[config.mk]
export PLATFORM = sky130hd
export DESIGN_NAME = mask_unit_top
export DESIGN_NICKNAME = d
export VERILOG_FILES = /design/src/common/prng_pkg.sv /design/src/common/share_pkg.sv /design/src/hw/prng/mask_lfsr_chunk.sv /design/src/hw/prng/mask_prng.sv /design/src/hw/mask_fifo.sv /design/src/hw/share_split.sv /design/src/hw/mask_unit_top.sv
export VERILOG_INCLUDE_DIRS = /design/src /design/src/common
export SDC_FILE = /design/constraint.sdc
export NUM_CORES = 1
export LEC_CHECK = 0
export BUFFER_PORTS_ARGS = -buffer_cell sky130_fd_sc_hd__buf_2
export CAP_MARGIN = 20
export CORE_ASPECT_RATIO = 1.25
export CORE_MARGIN = 2
export CORE_UTILIZATION = 50
export CTS_CLUSTER_DIAMETER = 50
export DETAILED_ROUTE_END_ITERATION = 7
export PLACE_DENSITY = 0.67
export RECOVER_POWER = 50
export SYNTH_ARGS = -nofsm -noshare
export SYNTH_HDL_FRONTEND = slang
export SYNTH_HIERARCHICAL = 1
export SYNTH_SLANG_ARGS = --single-unit
export TNS_END_PERCENT = 50
[constraint.sdc]
create_clock -name clk_i -period 3.25 [get_ports clk_i]
set_input_delay 0.65 -clock clk_i [delete_from_list [all_inputs] [get_ports clk_i]]
set_output_delay 0.65 -clock clk_i [all_outputs]
set_load 0.005 [all_outputs]
[src/common/mask_params.svh]
// Mask unit dimensions
// Widths of masks, LFSR chunks and entropy words, plus mask FIFO depth
`ifndef MASK_PARAMS_SVH
`define MASK_PARAMS_SVH

// Mask and cipher data width
`define MASK_W 32

// One Galois LFSR chunk
`define CHUNK_W 8

// Parallel chunks, MASK_W / CHUNK_W
`define NUM_CHUNKS 4

// Entropy word, one chunk per acknowledge
`define ENTROPY_W 8

// Buffered masks between PRNG and splitter
`define FIFO_DEPTH 4

`endif

[src/common/prng_pkg.sv]
// PRNG-side types and constants
// LFSR taps, per-chunk reset seeds and the cross-chunk bit permutation
`default_nettype none

`include "mask_params.svh"

package prng_pkg;

  // One LFSR state word
  typedef logic [`CHUNK_W-1:0] chunk_t;

  // Selects the next chunk to reseed
  typedef logic [$clog2(`NUM_CHUNKS)-1:0] chunk_idx_t;

  // Entropy word from the outside
  typedef logic [`ENTROPY_W-1:0] entropy_t;

  // Index into the concatenated chunk states
  typedef logic [$clog2(`MASK_W)-1:0] perm_idx_t;

  // Galois feedback for x^8 + x^6 + x^5 + x^4 + 1
  localparam chunk_t LFSR_TAPS = 8'hB8;

  // Nonzero seeds, index 0 is the lowest chunk
  localparam chunk_t DEFAULT_SEEDS [`NUM_CHUNKS] = '{8'hA5, 8'h3C, 8'h71, 8'hE2};

  ////////////////////////////////////////
  // Output bit b takes input bit MASK_PERM[b]
  // Built as (13 * b + 7) mod 32, a bijection
  ////////////////////////////////////////
  localparam perm_idx_t MASK_PERM [`MASK_W] = '{
    5'd7,  5'd20, 5'd1,  5'd14, 5'd27, 5'd8,  5'd21, 5'd2,
    5'd15, 5'd28, 5'd9,  5'd22, 5'd3,  5'd16, 5'd29, 5'd10,
    5'd23, 5'd4,  5'd17, 5'd30, 5'd11, 5'd24, 5'd5,  5'd18,
    5'd31, 5'd12, 5'd25, 5'd6,  5'd19, 5'd0,  5'd13, 5'd26
  };

endpackage

`default_nettype wire

[src/common/share_pkg.sv]
// Datapath-side types
// Cipher data words, masks and FIFO bookkeeping
`default_nettype none

`include "mask_params.svh"

package share_pkg;

  // Cipher data word and its shares
  typedef logic [`MASK_W-1:0] data_t;

  // One Boolean mask
  typedef logic [`MASK_W-1:0] mask_t;

  // Fill count, one bit wider than the pointers to reach FIFO_DEPTH
  typedef logic [$clog2(`FIFO_DEPTH):0] fifo_cnt_t;

  // Read and write pointer, wraps naturally
  typedef logic [$clog2(`FIFO_DEPTH)-1:0] fifo_ptr_t;

endpackage

`default_nettype wire

[src/hw/prng/mask_lfsr_chunk.sv]
// Single 8-bit Galois LFSR chunk
// Steps on request, seed load wins over a step
`timescale 1ns/1ps
`default_nettype none

`include "mask_params.svh"

module mask_lfsr_chunk #(
  parameter prng_pkg::chunk_t RESET_SEED = prng_pkg::DEFAULT_SEEDS[0]
) (
  input  wire logic             clk_i,
  input  wire logic             rst_ni,
  input  wire logic             seed_en_i,
  input  wire prng_pkg::chunk_t seed_i,
  input  wire logic             step_i,
  output      prng_pkg::chunk_t state_o
);

  import prng_pkg::*;

  chunk_t state_q;
  chunk_t state_step;

  // Shift right, fold taps back in when a one drops out
  always_comb begin
    state_step = {1'b0, state_q[`CHUNK_W-1:1]};
    if (state_q[0]) begin
      state_step = state_step ^ LFSR_TAPS;
    end
  end

  always_ff @(posedge clk_i or negedge rst_ni) begin
    if (!rst_ni) begin
      state_q <= RESET_SEED;
    end else if (seed_en_i) begin
      // Reseed overrides any pending step
      state_q <= seed_i;
    end else if (step_i) begin
      state_q <= state_step;
    end
  end

  assign state_o = state_q;

endmodule

`default_nettype wire

[src/hw/prng/mask_prng.sv]
// Masking PRNG with parallel LFSR chunks
// Chunk-wise reseed, cross-chunk permutation and alternating rotation
`timescale 1ns/1ps
`default_nettype none

`include "mask_params.svh"

module mask_prng (
  input  wire logic               clk_i,
  input  wire logic               rst_ni,
  input  wire logic               update_i,
  output      share_pkg::mask_t   mask_o,
  input  wire logic               reseed_req_i,
  output      logic               reseed_ack_o,
  output      logic               entropy_req_o,
  input  wire logic               entropy_ack_i,
  input  wire prng_pkg::entropy_t entropy_i
);

  import prng_pkg::*;
  import share_pkg::*;

  chunk_idx_t              chunk_idx_q;
  chunk_idx_t              chunk_idx_d;
  logic                    entropy_fire;
  logic [`NUM_CHUNKS-1:0] seed_en;
  chunk_t                  seed_word;
  chunk_t                  chunk_state [`NUM_CHUNKS];
  mask_t                   prng_flat;
  mask_t                   perm_flat;
  logic                    phase_q;

  ////////////////////////////////////////
  // Reseed control
  ////////////////////////////////////////

  // Request entropy for as long as the reseed is pending
  assign entropy_req_o = reseed_req_i;
  assign entropy_fire  = entropy_req_o & entropy_ack_i;

  // Done on the word for the last chunk
  assign reseed_ack_o =
      entropy_fire & (chunk_idx_q == chunk_idx_t'(`NUM_CHUNKS - 1));

  always_comb begin
    chunk_idx_d = chunk_idx_q;
    if (reseed_ack_o) begin
      chunk_idx_d = '0;
    end else if (entropy_fire) begin
      chunk_idx_d = chunk_idx_q + chunk_idx_t'(1);
    end
  end

  always_ff @(posedge clk_i or negedge rst_ni) begin
    if (!rst_ni) begin
      chunk_idx_q <= '0;
    end else begin
      chunk_idx_q <= chunk_idx_d;
    end
  end

  // Same entropy to every chunk, only the selected one loads
  assign seed_word = entropy_i;

  ////////////////////////////////////////
  // LFSR chunks
  ////////////////////////////////////////
  for (genvar c = 0; c < `NUM_CHUNKS; c++) begin : gen_chunk
    assign seed_en[c] = entropy_fire & (chunk_idx_q == chunk_idx_t'(c));

    mask_lfsr_chunk #(
      .RESET_SEED (DEFAULT_SEEDS[c])
    ) u_chunk (
      .clk_i     (clk_i),
      .rst_ni    (rst_ni),
      .seed_en_i (seed_en[c]),
      .seed_i    (seed_word),
      .step_i    (update_i),
      .state_o   (chunk_state[c])
    );

    assign prng_flat[c*`CHUNK_W +: `CHUNK_W] = chunk_state[c];
  end

  // Scatter bits across chunks to break per-LFSR shift patterns
  for (genvar b = 0; b < `MASK_W; b++) begin : gen_perm
    assign perm_flat[b] = prng_flat[MASK_PERM[b]];
  end

  ////////////////////////////////////////
  // Output rotation
  ////////////////////////////////////////

  // Odd phase: chunk 0 goes to the top, the rest move down
  assign mask_o = phase_q ? {perm_flat[`CHUNK_W-1:0], perm_flat[`MASK_W-1:`CHUNK_W]}
                          : perm_flat;

  // Toggles on every update, also when a reseed swallowed the step
  always_ff @(posedge clk_i or negedge rst_ni) begin
    if (!rst_ni) begin
      phase_q <= 1'b0;
    end else if (update_i) begin
      phase_q <= ~phase_q;
    end
  end

endmodule

`default_nettype wire

[src/hw/mask_fifo.sv]
// Four-entry mask FIFO
// Pulls one PRNG mask per cycle whenever there is room
`timescale 1ns/1ps
`default_nettype none

`include "mask_params.svh"

module mask_fifo (
  input  wire logic             clk_i,
  input  wire logic             rst_ni,
  input  wire share_pkg::mask_t mask_i,
  output      logic             update_o,
  input  wire logic             pop_i,
  output      share_pkg::mask_t head_mask_o,
  output      logic             empty_o
);

  import share_pkg::*;

  mask_t     mem_q [`FIFO_DEPTH];
  fifo_ptr_t wr_ptr_q;
  fifo_ptr_t rd_ptr_q;
  fifo_cnt_t cnt_q;
  logic      fill_en_q;
  logic      full;
  logic      push;
  logic      pop;

  assign full    = (cnt_q == fifo_cnt_t'(`FIFO_DEPTH));
  assign empty_o = (cnt_q == '0);

  // Refill starts one cycle after reset release
  assign push     = fill_en_q & ~full;
  assign update_o = push;

  // Pop from an empty buffer is ignored
  assign pop = pop_i & ~empty_o;

  always_ff @(posedge clk_i or negedge rst_ni) begin
    if (!rst_ni) begin
      fill_en_q <= 1'b0;
      wr_ptr_q  <= '0;
      rd_ptr_q  <= '0;
      cnt_q     <= '0;
    end else begin
      fill_en_q <= 1'b1;
      if (push) begin
        wr_ptr_q <= wr_ptr_q + fifo_ptr_t'(1);
      end
      if (pop) begin
        rd_ptr_q <= rd_ptr_q + fifo_ptr_t'(1);
      end
      // Push and pop together leave the count alone
      if (push && !pop) begin
        cnt_q <= cnt_q + fifo_cnt_t'(1);
      end else if (pop && !push) begin
        cnt_q <= cnt_q - fifo_cnt_t'(1);
      end
    end
  end

  // Storage
  always_ff @(posedge clk_i) begin
    if (push) begin
      mem_q[wr_ptr_q] <= mask_i;
    end
  end

  assign head_mask_o = mem_q[rd_ptr_q];

endmodule

`default_nettype wire

[src/hw/share_split.sv]
// Boolean share splitter
// Turns a data strobe into data^mask and mask, or an underflow pulse
`timescale 1ns/1ps
`default_nettype none

module share_split (
  input  wire logic             clk_i,
  input  wire logic             rst_ni,
  input  wire logic             data_valid_i,
  input  wire share_pkg::data_t data_i,
  input  wire share_pkg::mask_t head_mask_i,
  input  wire logic             empty_i,
  output      logic             pop_o,
  output      logic             share_valid_o,
  output      share_pkg::data_t share0_o,
  output      share_pkg::data_t share1_o,
  output      logic             underflow_o
);

  import share_pkg::*;

  logic  share_valid_q;
  logic  underflow_q;
  data_t share0_q;
  data_t share1_q;

  // Take the head mask only when one is there
  assign pop_o = data_valid_i & ~empty_i;

  always_ff @(posedge clk_i or negedge rst_ni) begin
    if (!rst_ni) begin
      share_valid_q <= 1'b0;
      underflow_q   <= 1'b0;
    end else begin
      share_valid_q <= pop_o;
      // No back-pressure, strobe is dropped
      underflow_q   <= data_valid_i & empty_i;
    end
  end

  always_ff @(posedge clk_i) begin
    if (pop_o) begin
      share0_q <= data_i ^ head_mask_i;
      share1_q <= head_mask_i;
    end
  end

  assign share_valid_o = share_valid_q;
  assign underflow_o   = underflow_q;
  assign share0_o      = share0_q;
  assign share1_o      = share1_q;

endmodule

`default_nettype wire

[src/hw/mask_unit_top.sv]
// Masking-randomness unit top
// PRNG feeds a mask FIFO which feeds the share splitter
`timescale 1ns/1ps
`default_nettype none

module mask_unit_top (
  input  wire logic               clk_i,
  input  wire logic               rst_ni,
  // Cipher data in, shares out
  input  wire logic               data_valid_i,
  input  wire share_pkg::data_t   data_i,
  output      logic               share_valid_o,
  output      share_pkg::data_t   share0_o,
  output      share_pkg::data_t   share1_o,
  output      logic               underflow_o,
  // Reseed handshake
  input  wire logic               reseed_req_i,
  output      logic               reseed_ack_o,
  output      logic               entropy_req_o,
  input  wire logic               entropy_ack_i,
  input  wire prng_pkg::entropy_t entropy_i
);

  import share_pkg::*;

  mask_t prng_mask;
  logic  mask_update;
  mask_t head_mask;
  logic  fifo_empty;
  logic  mask_pop;

  ////////////////////////////////////////
  // Mask source
  ////////////////////////////////////////
  mask_prng u_prng (
    .clk_i         (clk_i),
    .rst_ni        (rst_ni),
    .update_i      (mask_update),
    .mask_o        (prng_mask),
    .reseed_req_i  (reseed_req_i),
    .reseed_ack_o  (reseed_ack_o),
    .entropy_req_o (entropy_req_o),
    .entropy_ack_i (entropy_ack_i),
    .entropy_i     (entropy_i)
  );

  // Buffer between PRNG and consumer
  mask_fifo u_fifo (
    .clk_i       (clk_i),
    .rst_ni      (rst_ni),
    .mask_i      (prng_mask),
    .update_o    (mask_update),
    .pop_i       (mask_pop),
    .head_mask_o (head_mask),
    .empty_o     (fifo_empty)
  );

  ////////////////////////////////////////
  // Consumer
  ////////////////////////////////////////
  share_split u_split (
    .clk_i         (clk_i),
    .rst_ni        (rst_ni),
    .data_valid_i  (data_valid_i),
    .data_i        (data_i),
    .head_mask_i   (head_mask),
    .empty_i       (fifo_empty),
    .pop_o         (mask_pop),
    .share_valid_o (share_valid_o),
    .share0_o      (share0_o),
    .share1_o      (share1_o),
    .underflow_o   (underflow_o)
  );

endmodule

`default_nettype wire

==> flow_summary.yaml, run 1 <==
status:
  outcome: "completed"
timing:
  tightestPinTransition_ps: 1430
  whs_ps: 381
  min_period_ps: 2430
  layout_worst_path_cycle_share: 0.747
  setup_ws_ps: 823
  drv_slew: 0
  relSlewSlack: 0.0434
  skew_ps: 14.3
  fin_tns_setup_ps: 0
  hold_violations: 0
  max_clock_freq_mhz: 412
  setup_violations: 0
  rsz0062_at_grt: "false"
routing:
  drc: 0
  wl_um: 17200
  first_pass_iters: 4
  via_per_inst: 5.23
  ant_nets: 0
  routedWlPerCell_um: 18.7
  initialDrtViolationCount: 343
  vias: 4818
cts:
  clockBufferDepth: 3
  clk_pin_slew_worst_paths_ps: 60
  cts_made_buffers: 24
  clk_latency_ps: 510
  cts_tree: "done"
  numClockSinks: 237
  ctsResizeCount: 0
  htreeDepth: 1
  root_buffer: "clkbuf_16"
power:
  p_per_area_nw_per_um2: 1050
  leakage_uw: 0.00411
  peakVddDrop_mv: 0.616
critical_path:
  cp-start-kind: "flop"
  worstPathArrival_ps: 1780
  cp-end-kind: "output pin"
  reg2reg_depth: 10
  crit_type: "reg2out"
  worst_ep_required_time_ps: 2600
  cp_max_fo: 18
final_layout:
  multi_input_area_um2: 2480
  final.fill_count: 1521
  area_growth_pct: 14.6
  drive_gt1_frac: 0.280
  seq_area_um2: 6910
  fin_nets: 694
  diodes: 0
synth:
  async_reset_ff_frac: 0.190
  ys_types: 33
  synth_edf_count: 192
  yosys_warnings: 6
  syn-num-nets: 571
  seq_area_frac_synth: 0.707
  ys_ff_latch: 237
  yosys-top-cells-count: "192 x edfxtp_1, 35 x xor2_1, 34 x nand2_1"
  netlist_top_cells_area: "edfxtp_1 59%, dfrtp_1 7.4%, mux4_2 6.5%, mux2_4 4.5%, dfstp_2 4.3%"
  netlist_area_um2: 9770
  synth_flop_cell: "edfxtp_1"
  yosysTopAreaCell: "edfxtp_1"
  avgSynthCellArea_um2: 18.9
  synth.top_cell.area_share: 0.590
  yosysMostFrequentCell: "edfxtp_1"
  synth_cells: 516
place:
  dp_slack_ps: 928
  port_buffers: 112
  place_hpwl_um: 11000
  globalplace.congestion: 0.820
job:
  maxCapViolCount: 0
floorplanning:
  initial_core_util: 0.505
  die_w_um: 129
  num_io_pins: 113
  rows: 57
  coreArea_um2: 19300
  die_area_um2: 20700
  die_h_um: 160
hold_path:
  min_path_cells: 2
  worstHoldPathType: "in2reg"
global_route:
  grt_usage: 0.168
  grt_pass1_vias: 4920
  antenna_found_initial: 0
  grt_max_degree: 67
  overflow: 0
  grt_pass1_wl_um: 26700
==> cell type report <==
class                      instances  area share
clock buffer                      30      0.0575
clock inverter                    14      0.0125
inverter                           6     0.00201
multi-input combinational        248       0.222
sequential                       237       0.617
tap                              265      0.0296
timing repair buffer             122      0.0592
==> metal layers <==
| metal | global-route usage | share of wire | vias up |
|---|---|---|---|
| met3 | 0.0255 | 0.041 | 30 |
| met5 | 0 | 0 | - |
| met2 | 0.291 | 0.52 | 133 |
| li1 | - | - | 2218 |
| met1 | 0.216 | 0.42 | 2437 |
| met4 | 0.0548 | 0.023 | 0 |
==> kinds of logic after synthesis <==
group                    count (synthesis)  synth area share
AO/OA/AOI/OAI                           33            0.0206
XOR/XNOR                                51            0.0457
adder cells (fa/ha/maj)                 10            0.0136
buffers and inverters                   31            0.0283
flip-flops                             237             0.707
multiplexers                            88             0.148
other                                    1          0.000384
AND/OR/NAND/NOR                         65            0.0355
==> cells in the final DEF (no fill, tap or decap), types with 2 or more instances in the layout <==
master,netlist,final
clkbuf_16,0,25
and2_1,4,2
bufinv_16,0,3
mux4_2,28,28
ha_1,9,9
and3_1,4,4
nor2_1,3,3
or3b_1,12,12
dfstp_2,16,16
dfrtp_1,29,28
buf_2,7,84
buf_4,1,3
edfxtp_1,192,192
mux2i_1,20,20
clkinv_2,0,7
nand2_1,34,34
mux2_2,7,7
and2_0,0,2
xor2_1,35,35
buf_12,6,5
clkbuf_1,1,33
o211ai_1,12,12
mux2_1,0,28
mux4_1,4,4
nand2b_1,4,4
inv_1,6,6
clkinv_1,0,4
o21ai_0,20,20
xnor2_1,16,16
==> report_power, final <==
part | leakage, uW | internal [uW] | switching, uW
Combinational | 0.00140 | 1540 | 1740
Clock | 0.000390 | 1640 | 1080
Sequential | 0.00232 | 5090 | 617
Total | 0.00411 | 8270 | 3440
==> sequential cells by signal, summed over array words and instances, names as in the netlist <==
signal                            cells
u_split/share_valid_o                 1
u_fifo/mem_q                        128
u_split/underflow_o                   1
u_prng/gen_chunk.u_chunk/state_o     32
u_split/share0_o                     32
u_fifo/rd_ptr_q                       2
u_prng/chunk_idx_q                    2
u_prng/phase_q                        1
u_split/share1_o                     32
u_fifo/fill_en_q                      1
u_fifo/cnt_q                          3
u_fifo/wr_ptr_q                       2
==> through the flow <==
step	std cells	area, um^2	total power, uW	utilization
finish	922	11200	11700	0.579
global route	922	11200	12400	0.579
CTS	920	11300	12200	0.585
detailed placement	876	10500	9410	0.545
global placement	876	10500	9200	0.545
floorplan	516	9770	8280	-
==> worst paths after layout <==
check	from	end	slack [ps]
max in group asynchronous	rst_ni	u_prng/gen_chunk[2].u_chunk/state_o[0]	1980
min	data_valid_i	u_split/underflow_o	380
min in group asynchronous	rst_ni	u_fifo/fill_en_q	620
max	u_prng/chunk_idx_q[0]	reseed_ack_o	820
min reg2reg	u_fifo/cnt_q[2]	u_fifo/cnt_q[2]	550
max reg2reg	u_fifo/cnt_q[0]	u_fifo/cnt_q[2]	930
==> critical path: stages (launching register included) <==
cell and delay, ps:
dfrtp_1 400, ha_1 200, and3_1 470, buf_2 200
==> repair_timing <==
action	4_1_cts	5_1_grt
hold buffers	0	1
setup endpoints to repair	0	0
buffers inserted	0	0
hold endpoints to repair	0	7
Power figures use the tool's default switching activity.
==> inputs of run 2 (changes only) <==
==> constraint.sdc (replaced) <==
create_clock -name clk_i -period 2.4 [get_ports clk_i]
set_input_delay 0.48 -clock clk_i [delete_from_list [all_inputs] [get_ports clk_i]]
set_output_delay 0.48 -clock clk_i [all_outputs]
set_load 0.005 [all_outputs]
==> run 2 against run 1 <==
Final area hardly changed. Largest power group unchanged. Critical path type is now reg2reg. Clock power is 25% higher. Clock-buffer cell count is 8 higher. Hold slack worse by 160 ps. Flip-flop and latch count stayed put. Sequential share of layout area is 0.052 points lower. Largest cell class unchanged. Critical path depth is 7 higher. First-iteration DRC count is 20% lower.
==> flow_summary.yaml, run 2 (synthesized netlist as in run 1, its figures left out) <==
global_route:
  grt_pass1_wl_um: 26600
  use_met3: 0.0255
  grt_pass1_vias: 5018
  antenna_found_initial: 0
  grt_max_degree: 67
  grt_usage: 0.166
  grt.met1_usage: 0.212
  top_usage_layer: "met2"
  met2_usage: 0.295
  overflow: 0
timing:
  relSlewSlack: 0.343
  hold_violations: 0
  setup_ws_ps: 104
  setup_violations: 0
  layout_worst_path_cycle_share: 0.957
  drv_slew: 0
  rsz0062_at_grt: "false"
  skew_ps: 11.7
  max_clock_freq_mhz: 436
  tightestPinTransition_ps: 985
  whs_ps: 224
  min_period_ps: 2300
power:
  peakVddDrop_mv: 0.745
  swShare: 0.292
  p_per_area_nw_per_um2: 1390
  leakage_uw: 0.00411
  clkPwrFrac: 0.217
  power.total_uw: 15600
  comb_power_share: 0.290
  p_sw_uw: 4560
  p_int_uw: 11100
  power_frac_seq: 0.493
routing:
  via_per_inst: 5.18
  routedWlPerCell_um: 18.1
  ant_nets: 0
  initialDrtViolationCount: 276
  drc: 0
  first_pass_iters: 4
  vias: 4792
  wl_um: 16700
hold_path:
  worstHoldPathType: "in2reg"
critical_path:
  crit_path_top_delay_cell: "dfrtp_1"
  cpLargestDelayFamily: "simple AND/OR/NAND/NOR gates"
  worstPathArrival_ps: 2710
  cpPeakStageDelay_ps: 430
  cp_common_cell: "xor2_1"
  cp-start-kind: "flop"
  cp-end-kind: "flop"
  crit_type: "reg2reg"
  path_cells: "or3_4 -> inv_1 -> and2b_4 -> nand2_4 -> ha_4 -> inv_2 -> fa_1 -> xor2_1 -> nor2_1 -> xor2_1"
  worst_ep_required_time_ps: 2810
  cp_max_fo: 3
  cp_num_buf_inv: 2
  ff2ff_setup_slack_ps: 100
floorplanning:
  die_h_um: 160
  initial_core_util: 0.505
  rows: 57
  die_area_um2: 20700
  coreArea_um2: 19300
  die_w_um: 129
  num_io_pins: 113
final_layout:
  postLayoutCellArea_um2: 11200
  area_growth_pct: 14.7
  seq_area_um2: 6910
  top_register: "u_fifo/mem_q"
  final.fill_count: 1495
  layout_common_cells: "192 x edfxtp_1, 91 x buf_2, 35 x xor2_1, 34 x clkbuf_1, 33 x nand2_1"
  diodes: 0
  fin_nets: 698
  final_common_cell: "edfxtp_1"
  multi_input_area_um2: 2510
  largest_reg_flops: 128
  drive_gt1_frac: 0.288
cts:
  postCtsSetupBuffers: 0
  root_buffer: "clkbuf_16"
  clk_latency_ps: 500
  htreeDepth: 1
  clockBufferDepth: 3
  cts_made_buffers: 23
  numClockSinks: 237
  cts_tree: "done"
  clk_pin_slew_worst_paths_ps: 60
place:
  globalplace.congestion: 0.823
  post_dp_cell_area_um2: 10600
  place_hpwl_um: 10800
  port_buffers: 112
  dp_slack_ps: 106
status:
  outcome: "completed"
job:
  maxCapViolCount: 0
-- run 2: cell count changes in the layout (fill, tap and decap cells not counted), sizes merged --
cell    previous run  this run
buf               92       102
clkinv            11         2
clkbuf            59        62
bufinv             3         1
inv                6         7
-- run 2: cell type report --
type	count	share of cell area
Sequential cell	237	0.617
Multi-Input combinational cell	248	0.224
Timing Repair Buffer	127	0.0637
Clock buffer	38	0.0600
Tap cell	265	0.0296
Clock inverter	4	0.00424
Inverter	6	0.00201
-- run 2: worst reg2reg max path: stages (launching register included) --
cell,delay [ps]
dfrtp_1,430
or3_4,430
inv_1,70
and2b_4,190
nand2_4,80
ha_4,140
inv_2,40
fa_1,370
xor2_1,180
nor2_1,110
xor2_1,180
-- run 2: routing by layer --
| layer | share of wire | vias to the layer above |
|---|---|---|
| li1 | - | 2231 |
| met1 | 0.41 | 2430 |
| met2 | 0.53 | 105 |
| met3 | 0.046 | 26 |
| met4 | 0.018 | 0 |
| met5 | 0 | - |
-- run 2: power groups by stage --
stage | logic, uW | clock network [uW] | registers, uW
after detailed placement | 5020 | 0 | 7820
final | 4530 | 3390 | 7700
after global routing | 5030 | 3660 | 7870
after global placement | 4830 | 0 | 7730
after CTS | 5040 | 3490 | 7750
after floorplan | 3750 | 0 | 7500
-- run 2: final timing paths --
| kind | start | endpoint | depth (start not counted) |
|---|---|---|---|
| max | u_fifo/cnt_q[2] | u_fifo/cnt_q[2] | 10 |
| min reg2reg | u_fifo/cnt_q[2] | u_fifo/cnt_q[2] | 1 |
| min in group asynchronous | rst_ni | u_fifo/fill_en_q | 2 |
| max reg2reg | u_fifo/cnt_q[2] | u_fifo/cnt_q[2] | 10 |
| max in group asynchronous | rst_ni | u_prng/gen_chunk[2].u_chunk/state_o[3] | 3 |
| min | data_valid_i | u_split/underflow_o | 2 |
-- run 2: stage by stage --
| step | instances | util | TNS, ps |
|---|---|---|---|
| 3_3_place_gp | 882 | 0.550 | 0 |
| 2_1_floorplan | 516 | - | -51.3 |
| 5_1_grt | 925 | 0.580 | 0 |
| 3_5_place_dp | 882 | 0.550 | 0 |
| 6_report | 925 | 0.580 | 0 |
| 4_1_cts | 925 | 0.587 | 0 |
-- run 2: repair_timing --
action	4_1_cts	5_1_grt
endpoints found under the hold margin	6	0
setup endpoints to repair	0	1
hold buffers	1	0
gates resized for setup	0	1
==> inputs of run 3 (changes only) <==
--- a/config.mk
+++ b/config.mk
@@ -8,12 +8,14 @@
 export LEC_CHECK = 0
 export BUFFER_PORTS_ARGS = -buffer_cell sky130_fd_sc_hd__buf_2
 export CAP_MARGIN = 20
+export CELL_PAD_IN_SITES_DETAIL_PLACEMENT = 1
+export CELL_PAD_IN_SITES_GLOBAL_PLACEMENT = 2
 export CORE_ASPECT_RATIO = 1.25
 export CORE_MARGIN = 2
-export CORE_UTILIZATION = 50
+export CORE_UTILIZATION = 44
 export CTS_CLUSTER_DIAMETER = 50
 export DETAILED_ROUTE_END_ITERATION = 7
-export PLACE_DENSITY = 0.67
+export PLACE_DENSITY = 0.76
 export RECOVER_POWER = 50
 export SYNTH_ARGS = -nofsm -noshare
 export SYNTH_HDL_FRONTEND = slang
==> run 3 against run 2 <==
Via count increased by 0.73%. Largest power group unchanged. Power grew 2.2%. Highest routed layer unchanged. Sequential power is essentially flat. Maximum frequency grew 1.3%. Utilization fell by 6.1 points. Combinational power up 4.6%.
==> flow_summary.yaml, run 3 (synthesized netlist as in run 1, its figures left out) <==
final_layout:
  area_growth_pct: 15.3
  postLayoutCellArea_um2: 11300
  largest_reg_flops: 128
  diodes: 0
  multi_input_area_um2: 2510
  seq_area_um2: 6910
  final.fill_count: 2045
  top_register: "u_fifo/mem_q"
  layout_common_cells: "192 x edfxtp_1, 73 x buf_2, 44 x clkbuf_1, 35 x xor2_1, 33 x nand2_1"
  fin_nets: 700
  layout.cells.non_filler: 941
  drive_gt1_frac: 0.272
  final_common_cell: "edfxtp_1"
power:
  power_frac_seq: 0.481
  p_per_area_nw_per_um2: 1420
  swShare: 0.307
  comb_power_share: 0.297
  p_sw_uw: 4910
  power.total_uw: 16000
  peakVddDrop_mv: 0.596
  clkPwrFrac: 0.222
  p_int_uw: 11100
  leakage_uw: 0.00408
routing:
  vias: 4827
  wl_um: 19500
  initialDrtViolationCount: 229
  ant_nets: 0
  routedWlPerCell_um: 20.7
  drc: 0
  first_pass_iters: 4
  via_per_inst: 5.13
critical_path:
  cp_max_fo: 3
  worstPathArrival_ps: 2700
  worst_ep_required_time_ps: 2840
  cp-start-kind: "flop"
  cp-end-kind: "flop"
  crit_type: "reg2reg"
cts:
  root_buffer: "clkbuf_16"
  htreeDepth: 1
  cts_tree: "done"
  postCtsSetupBuffers: 0
  cts_made_buffers: 25
  numClockSinks: 237
  clk_latency_ps: 510
  hold_buffers: 0
  clk_pin_slew_worst_paths_ps: 60
  clockBufferDepth: 3
floorplanning:
  die_area_um2: 23400
  die_h_um: 171
  die_w_um: 137
  coreArea_um2: 21700
  initial_core_util: 0.450
  num_io_pins: 113
  rows: 60
global_route:
  grt_max_degree: 67
  grt_pass1_wl_um: 30100
  grt_pass1_vias: 5264
  antenna_found_initial: 0
  grt_usage: 0.170
  overflow: 0
timing:
  max_clock_freq_mhz: 441
  setup_violations: 0
  hold_violations: 0
  rsz0062_at_grt: "false"
  setup_ws_ps: 134
  layout_worst_path_cycle_share: 0.944
  tightestPinTransition_ps: 1170
  relSlewSlack: 0.222
  skew_ps: 12.1
  whs_ps: 210
  drv_slew: 0
  min_period_ps: 2270
place:
  post_dp_cell_area_um2: 10700
  globalplace.congestion: 0.798
  dp.cells: 897
  place_hpwl_um: 13100
  port_buffers: 112
  dp_slack_ps: 149
status:
  outcome: "completed"
job:
  maxCapViolCount: 0
hold_path:
  worstHoldPathType: "in2reg"
## run 3: cell types whose count changed in the layout (fill, tap and decap cells not counted), moves of 2 or more
cell and change:
buf_12 +2, buf_2 -18, clkbuf_1 +10, clkbuf_16 +2
clkbuf_8 -4, clkinv_1 +3, clkinv_2 +3, clkinvlp_4 +3
## run 3: final timing paths
path | startpoint | endpoint | slack [ps] | depth (start not counted)
min in group asynchronous | rst_ni | u_fifo/fill_en_q | 280 | 2
max in group asynchronous | rst_ni | u_fifo/rd_ptr_q[0] | 1340 | 2
worst max register to register | u_fifo/cnt_q[2] | u_fifo/cnt_q[2] | 130 | 10
worst min register to register | u_fifo/rd_ptr_q[1] | u_fifo/rd_ptr_q[1] | 470 | 1
worst min-delay path | data_valid_i | u_split/underflow_o | 210 | 2
worst max-delay path | u_fifo/cnt_q[2] | u_fifo/cnt_q[2] | 130 | 10
## run 3: worst max-delay path: stages, from the launching register on
cell,delay [ps]
dfrtp_1,430
or3_4,430
inv_1,70
and2b_4,190
nand2_4,80
ha_4,140
inv_2,40
fa_1,370
xor2_1,170
nor2_1,110
xor2_1,150
## run 3: area by class of cell
cell class	count	share of cell area
tap	279	0.0310
clock inverter	14	0.00933
clock buffer	30	0.0572
multi-input combinational	248	0.223
sequential	237	0.614
timing repair buffer	127	0.0639
inverter	6	0.00200
## run 3: power by group through the flow
stage | clock network (uW) | registers [uW] | logic, uW
after global routing | 3770 | 7870 | 5260
after global placement | 0 | 7690 | 5130
after CTS | 3630 | 7730 | 5370
final | 3540 | 7680 | 4740
after detailed placement | 0 | 7810 | 5350
after floorplan | 0 | 7500 | 3750
## run 3: per-layer routing
layer  share of wire  routed length (um)  global-route usage  vias to the layer above
li1                -                   -                   -                     2224
met1            0.42                8090               0.215                     2470
met2            0.53               10200               0.308                      108
met3           0.043                 828              0.0237                       25
met4           0.017                 323              0.0430                        0
met5               0                   0                   0                        -
## run 3: per-stage QoR
| stage | setup TNS [ps] | utilization |
|---|---|---|
| global placement | 0 | 0.493 |
| floorplan | -51.3 | - |
| CTS | 0 | 0.528 |
| detailed placement | 0 | 0.493 |
| finish | 0 | 0.519 |
| global route | 0 | 0.519 |
## run 3: timing repair
action                     in CTS  in global routing
setup endpoints to repair       0                  1
gates resized for setup         0                  1
hold endpoints to repair        0                  0
